[config.mk]
export PLATFORM = sky130hd
export DESIGN_NAME = cache_controller
export DESIGN_NICKNAME = d
export VERILOG_FILES = /design/src/hdl/cpu_bus_pkg.sv /design/src/hdl/cache_pkg.sv /design/src/hdl/cache_controller.sv
export VERILOG_INCLUDE_DIRS = /design/src /design/src/include
export SDC_FILE = /design/constraint.sdc
export NUM_CORES = 1
export LEC_CHECK = 0
export ABC_AREA = 1
export BUFFER_PORTS_ARGS = -buffer_cell sky130_fd_sc_hd__buf_2
export CORE_AREA = 2 2 220 222
export CTS_CLUSTER_SIZE = 28
export DETAILED_ROUTE_END_ITERATION = 8
export DIE_AREA = 0 0 222 224
export PLACE_DENSITY = 0.41
export SLEW_MARGIN = 20
export SYNTH_ARGS = -nofsm -noshare
export SYNTH_HDL_FRONTEND = slang
export SYNTH_SLANG_ARGS = --single-unit
export TNS_END_PERCENT = 1
[constraint.sdc]
create_clock -name clk -period 1.67 [get_ports clk]
set_clock_uncertainty 0.1 [all_clocks]
set_input_delay 0.0835 -clock clk [delete_from_list [all_inputs] [get_ports clk]]
set_output_delay 0.0835 -clock clk [all_outputs]
set_load 0.005 [all_outputs]
[src/include/cache_params.svh]
`ifndef CACHE_PARAMS_SVH
`define CACHE_PARAMS_SVH

// cache geometry.
// the cache holds two to this power lines of one word each.
// any value from 4 up to 11 fits the tag layout.
`define CACHE_INDEX_BITS 8

// backing store geometry.
// word address width, higher address bits alias onto the same words.
`define MEM_ADDR_BITS 12

// backing store timing.
// cycles spent on each access, data and instruction counted apart.
`define MEM_WAIT_CYCLES 3

`endif

[src/hdl/cpu_bus_pkg.sv]
package cpu_bus_pkg;

	// one machine word.
	typedef logic [31:0] word_t;

	// byte address, the two low bits are ignored by the cache.
	typedef logic [31:0] addr_t;

	// data port operation.
	// op_idle behaves like op_none.
	typedef enum logic [1:0] {
		op_none  = 2'b00,
		op_write = 2'b01,
		op_read  = 2'b10,
		op_idle  = 2'b11
	} mem_op_t;

	// cpu request, held steady by the cpu while stalled.
	typedef struct packed {
		logic    ie;
		logic    de;
		addr_t   iaddr;
		addr_t   daddr;
		mem_op_t op;
		word_t   din;
	} cpu_req_t;

	// cpu response.
	typedef struct packed {
		word_t iout;
		word_t dout;
		logic  stall;
	} cpu_rsp_t;

endpackage

[src/hdl/cache_pkg.sv]
`include "cache_params.svh"

package cache_pkg;

	// line index, taken from address bits just above the byte offset.
	typedef logic [`CACHE_INDEX_BITS-1:0] index_t;

	// everything above the index is the tag.
	typedef logic [29-`CACHE_INDEX_BITS:0] tag_t;

	// one tag array entry.
	typedef struct packed {
		logic valid;
		tag_t tag;
	} tag_entry_t;

	// controller states.
	// st_clear runs the invalidation sweep after reset.
	typedef enum logic [1:0] {
		st_clear,
		st_idle,
		st_wait,
		st_return
	} ctrl_state_t;

	// request to the backing store, starts are single cycle pulses.
	typedef struct packed {
		logic               istart;
		logic               dstart;
		logic               dwrite;
		cpu_bus_pkg::addr_t iaddr;
		cpu_bus_pkg::addr_t daddr;
		cpu_bus_pkg::word_t din;
	} mem_req_t;

	// backing store answer, words are valid once busy drops.
	typedef struct packed {
		logic               busy;
		cpu_bus_pkg::word_t iword;
		cpu_bus_pkg::word_t dword;
	} mem_rsp_t;

endpackage

[src/hdl/cache_controller.sv]
`timescale 1ns/10ps
`include "cache_params.svh"

module cache_controller (
	input  logic                  clk,
	input  logic                  rst,
	input  cpu_bus_pkg::cpu_req_t req,
	output cpu_bus_pkg::cpu_rsp_t rsp,
	output logic                  tag_we_i,
	output logic                  tag_we_d,
	input  cache_pkg::tag_entry_t tag_rd_i,
	input  cache_pkg::tag_entry_t tag_rd_d,
	output cache_pkg::tag_entry_t tag_wr_i,
	output cache_pkg::tag_entry_t tag_wr_d,
	output logic                  data_we_i,
	output logic                  data_we_d,
	input  cpu_bus_pkg::word_t    data_rd_i,
	input  cpu_bus_pkg::word_t    data_rd_d,
	output cpu_bus_pkg::word_t    data_wr_i,
	output cpu_bus_pkg::word_t    data_wr_d,
	output cache_pkg::index_t     line_i,
	output cache_pkg::index_t     line_d,
	output cache_pkg::mem_req_t   mem_req,
	input  cache_pkg::mem_rsp_t   mem_rsp
);

	import cpu_bus_pkg::*;
	import cache_pkg::*;

	localparam int IB = `CACHE_INDEX_BITS;

	ctrl_state_t state;
	index_t      clear_cnt;
	logic        start_r;
	logic        pend_i;
	logic        pend_d;
	logic        pend_w;
	index_t      iline;
	index_t      dline;
	tag_t        itag;
	tag_t        dtag;
	logic        ihit;
	logic        dhit;
	logic        d_read;
	logic        d_write;
	logic        need_mem;
	logic        fill_i;
	logic        fill_d;

	// split the request addresses.
	assign iline = req.iaddr[IB+1:2];
	assign dline = req.daddr[IB+1:2];
	assign itag  = req.iaddr[31:IB+2];
	assign dtag  = req.daddr[31:IB+2];

	// hit detection on the tags read at the falling edge.
	assign ihit = tag_rd_i.valid && (tag_rd_i.tag == itag);
	assign dhit = tag_rd_d.valid && (tag_rd_d.tag == dtag);

	// op_idle and op_none both leave the data port quiet.
	assign d_read  = req.de && (req.op == op_read);
	assign d_write = req.de && (req.op == op_write);

	// write-through, so every write goes out to memory.
	assign need_mem = (req.ie && !ihit) || (d_read && !dhit) || d_write;

	// state machine and sweep counter.
	always_ff @(posedge clk) begin
		if (rst) begin
			state     <= st_clear;
			clear_cnt <= '0;
			start_r   <= 1'b0;
			pend_i    <= 1'b0;
			pend_d    <= 1'b0;
			pend_w    <= 1'b0;
		end else begin
			start_r <= 1'b0;
			case (state)
				st_clear: begin
					// one line per cycle until the last index.
					clear_cnt <= clear_cnt + 1'b1;
					if (&clear_cnt)
						state <= st_idle;
				end
				st_idle: begin
					if (need_mem) begin
						// a live fetch always rides along, so it sees the data-first result.
						pend_i  <= req.ie;
						pend_d  <= d_read;
						pend_w  <= d_write;
						start_r <= 1'b1;
						state   <= st_wait;
					end
				end
				st_wait: begin
					// busy is still low in the start cycle itself.
					if (!start_r && !mem_rsp.busy)
						state <= st_return;
				end
				st_return: begin
					state <= st_idle;
				end
				default: begin
					state <= st_idle;
				end
			endcase
		end
	end

	// fills happen in the return cycle.
	// on a shared line the instruction fill already holds the newest word.
	assign fill_i = (state == st_return) && pend_i;
	assign fill_d = (state == st_return) && (pend_d || pend_w) && !(pend_i && (iline == dline));

	// port a doubles as the sweep port.
	assign line_i = (state == st_clear) ? clear_cnt : iline;
	assign line_d = dline;

	assign tag_we_i = (state == st_clear) || fill_i;
	assign tag_we_d = fill_d;
	assign tag_wr_i = (state == st_clear) ? '0 : {1'b1, itag};
	assign tag_wr_d = {1'b1, dtag};

	assign data_we_i = fill_i;
	assign data_we_d = fill_d;
	assign data_wr_i = mem_rsp.iword;
	assign data_wr_d = mem_rsp.dword;

	// memory request.
	// addresses and write data come straight from the held cpu request.
	assign mem_req.istart = start_r && pend_i;
	assign mem_req.dstart = start_r && (pend_d || pend_w);
	assign mem_req.dwrite = pend_w;
	assign mem_req.iaddr  = req.iaddr;
	assign mem_req.daddr  = req.daddr;
	assign mem_req.din    = req.din;

	// cpu response.
	// hits read the arrays, the return cycle bypasses the memory words.
	always_comb begin
		rsp.stall = 1'b0;
		rsp.iout  = data_rd_i;
		rsp.dout  = data_rd_d;
		case (state)
			st_clear,
			st_wait: begin
				rsp.stall = 1'b1;
			end
			st_idle: begin
				rsp.stall = need_mem;
			end
			st_return: begin
				if (pend_i)
					rsp.iout = mem_rsp.iword;
				if (pend_d || pend_w)
					rsp.dout = mem_rsp.dword;
			end
			default: begin
				rsp.stall = 1'b1;
			end
		endcase
	end

endmodule

# Word level (Yosys, flattened, before mapping)
# Index checks and enable logic that the tools add are counted.
dict set report totals {
  regBits 14
  elab_cells 58
  output_inout_bits 294
  in_bits 277
}
dict set report op_classes {
  n_reduce_logical 28
  n_mux 11
  addsub 1
  bitwise 1
  eq_ne 11
}
# cell n
set ops {}
lappend ops {{$mux W32} 2}
lappend ops {{$mux W64} 1}
lappend ops {{$eq A22 B22 Y1} 2}
lappend ops {{$mux W23} 1}
lappend ops {{$logic_and A1 B1 Y1} 13}
lappend ops {{$add A8 B1 Y8 const B} 1}
lappend ops {{$eq A8 B8 Y1} 1}
lappend ops {{$mux W8} 1}
lappend ops {{$pmux W2 S4} 1}
lappend ops {{$reduce_and A8 Y1} 1}
lappend ops {{$eq A2 B2 Y1 const B} 3}
lappend ops {{$mux W2} 3}
lappend ops {{$ne A2 B2 Y1 const B} 3}
lappend ops {{$logic_not A1 Y1} 5}
lappend ops {{$eq A2 B1 Y1 const B} 2}
lappend ops {{$logic_or A1 B1 Y1} 4}
lappend ops {{$reduce_or A2 Y1} 2}
lappend ops {{$reduce_and A3 Y1} 1}
lappend ops {{$logic_not A2 Y1} 1}
lappend ops {{$pmux W1 S2} 1}
lappend ops {{$reduce_and A2 Y1} 1}
lappend ops {{$mux W1} 1}
lappend ops {{$not A1 Y1} 1}

# Logic depth before layout (Yosys ltp)
dict set report depth {
  ltp_word 8
  ltp_mapped 13
}

# Worst setup path after synthesis
# OpenSTA, ideal clock, no wires.
dict set report synth_path {
  kind {register -> output}
  startpoint {reg state[0]}
  endpoint {out line_i[5]}
  n_path_buf 2
  setup_slack_ns 0.157
  stages_incl_launch_ff 8
  arrival_time_ns 1.330
  cell_sequence {dfxtp_1 -> inv_1 -> ha_1 -> buf_2 -> inv_1 -> clkbuf_1 -> nand2_1 -> o21ai_0}
}
dict set report synth_between {
  elab_chain_len 2
}
# element line_no
set synth_lines {}
lappend synth_lines {{start, declared} cache_controller.sv:32} ;# ctrl_state_t state;
lappend synth_lines {{start signal, assigned} cache_controller.sv:70} ;# state <= st_clear;
lappend synth_lines {{start signal, assigned} cache_controller.sv:83} ;# state <= st_idle;
lappend synth_lines {{start signal, assigned} cache_controller.sv:92} ;# state <= st_wait;
lappend synth_lines {{$logic_not A2 Y1} cache_controller.sv:116} ;# assign line_i = (state == st_clear) ? clear_cnt : iline;
lappend synth_lines {{$mux W8} cache_controller.sv:116}
lappend synth_lines {{end, declared} cache_controller.sv:21} ;# output cache_pkg::index_t line_i,
# Every way passes these cells.

==> flow_summary_export.csv <==
group,metric,value,unit
sta,fin_ws,-0.166,ns
global_routing,grt.busiest_layer,"met2",
logic_synthesis,synth_fa_ha_area_share,1.83,%
global_routing,grt_first_pass_wirelength,31600,µm
power,ir_worst_vdd,0.338,mV
logic_synthesis,synth.area.top_cells,"buf_4 (35%), nand2_1 (20%), mux2_2 (8.8%)",
finish,syn_to_final_growth,62.5,%
worst_setup_path,cp_slowest_cell,"dfxtp_2",
run_status,violations,"setup timing",
power,p_leak,4.05,nW
power,pwr_density_cell,562,nW/µm²
worst_setup_path,start_kind,"register",
global_routing,grt_usage,8.52,%
finish,post-route-util,14.1,%
global_routing,antenna_found_initial,2,
clock_tree,clkSinkCount,14,
logic_synthesis,syn-num-nets,997,
power,p_comb_share,74.3,%
routing,drt_iter0_drc,132,
worst_setup_path,critical_path_class,"register to primary output",
sta,drv_slew,0,
global_routing,grt_use_met3,1.25,%
sta,whs,0.0670,ns
worst_setup_path,critPathMaxStageDelay,0.33,ns
routing,viasPerCell,3.18,
finish,fin_nets,1330,
floorplanning,rows,80,
worst_setup_path,r2r_cells,11,
global_routing,gr-usage-met2,16.9,%
clock_tree,cts_max_level,1,
floorplanning,die-area,49700,µm²
sta,fmax,545,MHz
routing,vias,5287,
logic_synthesis,ys_seq_area_share,6.84,%
logic_synthesis,netlist.area_leader.share,35.4,%
global_routing,met1_usage,9.37,%
logic_synthesis,synth-seq-cells,14,
logic_synthesis,synthTopCellsByCount,"nand2_1 (218), buf_4 (193), inv_1 (86)",
routing,drtAntennaViolNets,0,
floorplanning,die_h,224,µm
worst_setup_path,critPathCaptureType,"primary output",
logic_synthesis,syn_area,4100,µm²
worst_setup_path,arrival,1.65,ns
sta,finalHoldViolations,0,
job,drv_cap,0,
placed_design,dp_worst_setup_slack,-0.0513,ns
logic_synthesis,syn_avg_cell_area,5.74,µm²
power,switching_share,42.7,%
clock_tree,worstSkewPairLatency,0.24,ns
placed_design,hpwlAfterDp,20900,µm
logic_synthesis,synth-compound-area-share,4.92,%
worst_setup_path,required,1.49,ns
global_routing,grt_pass1_vias,5087,
clock_tree,cts_tree,"yes",
logic_synthesis,yosysWarnings,0,
power,p_int,0.00214,W
logic_synthesis,synth.area.mux_share,8.80,%
worst_setup_path,critPathMaxFanout,8,
power,seqPwrFrac,12.6,%
logic_synthesis,synth-edff-count,0,
clock_tree,clockBufferDepth,2,
sta,min_period_over_period,110,%
placed_design,place.gp.congestion,0.843,
global_routing,grt_max_degree,33,
logic_synthesis,syn-instance-count,714,
run_status,status,"finished with violations",
routing,wl_per_cell,13.9,µm
worst_setup_path,worstPathCellList,"ha_4, buf_6, o21ai_4, buf_12, buf_12, mux2_4, buf_6",
sta,layout_min_cycle_time,1.84,ns
sta,setup_violations,54,
power,p_switching,0.00160,W
routing,drt-pass1-iter-count,4,
logic_synthesis,synth-simple-area-share,30.4,%
logic_synthesis,async_flop_share,0,%
floorplanning,core_area,47300,µm²
placed_design,portBuffers,497,
logic_synthesis,synth_xor_area_share,2.14,%
logic_synthesis,yosys.area.top_type,"buf_4",
routing,wirelength,23200,µm
sta,rsz0062_at_grt,"yes",
floorplanning,io_pins,571,
logic_synthesis,yosysMostFrequentCell,"nand2_1",
power,clock_power_share,13.2,%
floorplanning,die-width,222,µm
clock_tree,clkTransAtPathRegs,0.04,ns
clock_tree,cts_buffers,3,
logic_synthesis,synthFlopType,"dfxtp_1",
logic_synthesis,synthDistinctLibCells,31,
logic_synthesis,synth_top_family_by_area,"buffers and inverters",
finish,drive_gt1_share,56.9,%
min_path,hold_depth,0,
min_path,hold_class,"input pin to primary output",
routing,drc,0,
clock_tree,cts_root_buf,"clkbuf_16",
floorplanning,initial_core_util,8.65,%
global_routing,grt_overflow_total,0,
[area by class of cell]
cell class | count | area (µm²)
diodes | 1 | 2.50
clock buffers | 4 | 88.8
fillers | 5538 | 40700
inverters | 89 | 334
multi-input cells | 404 | 2140
flip-flops and latches | 14 | 283
well taps | 615 | 769
repair buffers | 535 | 3040
[worst paths after layout]
kind                                     end  slack [ns]          from
worst min register to register  clear_cnt[5]        0.43  clear_cnt[4]
worst min-delay path              mem_req[5]        0.07        req[5]
worst max register to register      state[1]        0.11      state[0]
worst max-delay path                  rsp[8]       -0.17      state[0]
[critical path, delay by kind of cell, from the launching register on]
kind / cells / cell delay, ns
flops: 1 / 0.33
fa+ha+maj: 1 / 0.16
compound gates: 1 / 0.07
mux: 1 / 0.31
buf+inv: 4 / 0.54
[cell usage in the layout (no fill, tap or decap), drive strengths merged, types with 2 or more instances in the layout]
master,count
buf,534
nand2,221
inv,89
nor2,74
mux2,32
o21ai,26
dfxtp,14
nand3,13
a21oi,8
ha,6
xnor2,5
xor2,5
clkbuf,4
nor3,3
nand4,2
nor4,2
[through the flow]
stage | setup TNS [ns] | power (W) | instance area [µm²] | std cells
floorplan | 0 | 0.00178 | 4100 | 714
global placement | -0.325 | 0.00302 | 6120 | 1651
detailed placement | -0.186 | 0.00301 | 6120 | 1651
CTS | -8.00 | 0.00373 | 6640 | 1663
global route | -10.71 | 0.00411 | 6660 | 1662
finish | -5.41 | 0.00374 | 6660 | 1662
[sequential cells by signal, summed over array words and instances (netlist names)]
signal and cells:
clear_cnt 8, state 2, pend_d 1, pend_i 1
pend_w 1, start_r 1
[routing by layer]
metal / wire length [µm] / vias to the layer above
li1: - / 2625
met1: 8780 / 2309
met2: 12300 / 314
met3: 1610 / 37
met4: 506 / 2
met5: 13 / -
[power groups by stage]
stage | registers, W | clock network [W] | logic [W]
after global routing | 0.000482 | 0.000528 | 0.00310
after detailed placement | 0.000462 | 0 | 0.00255
final | 0.000470 | 0.000493 | 0.00278
after global placement | 0.000459 | 0 | 0.00256
after floorplan | 0.000465 | 0 | 0.00132
after CTS | 0.000469 | 0.000507 | 0.00276
[timing repair]
item / CTS / global route
setup endpoints to repair: 100 / 100
pin swaps: 1 / 2
setup buffers: 4 / 0
endpoints found under the hold margin: 1 / 0
gates resized for setup: 68 / 19
gates cloned: 3 / 0
hold buffers: 1 / 0
[kinds of logic (layout without fill, tap and decap cells)]
logic type | count (synthesis) | count (layout)
mux | 32 | 32
fa+ha+maj | 6 | 6
buf+inv | 296 | 628
compound gates | 38 | 38
flops | 14 | 14
xor+xnor | 10 | 10
simple gates | 317 | 317
other cells | 1 | 2
Power figures use the tool's default switching activity.
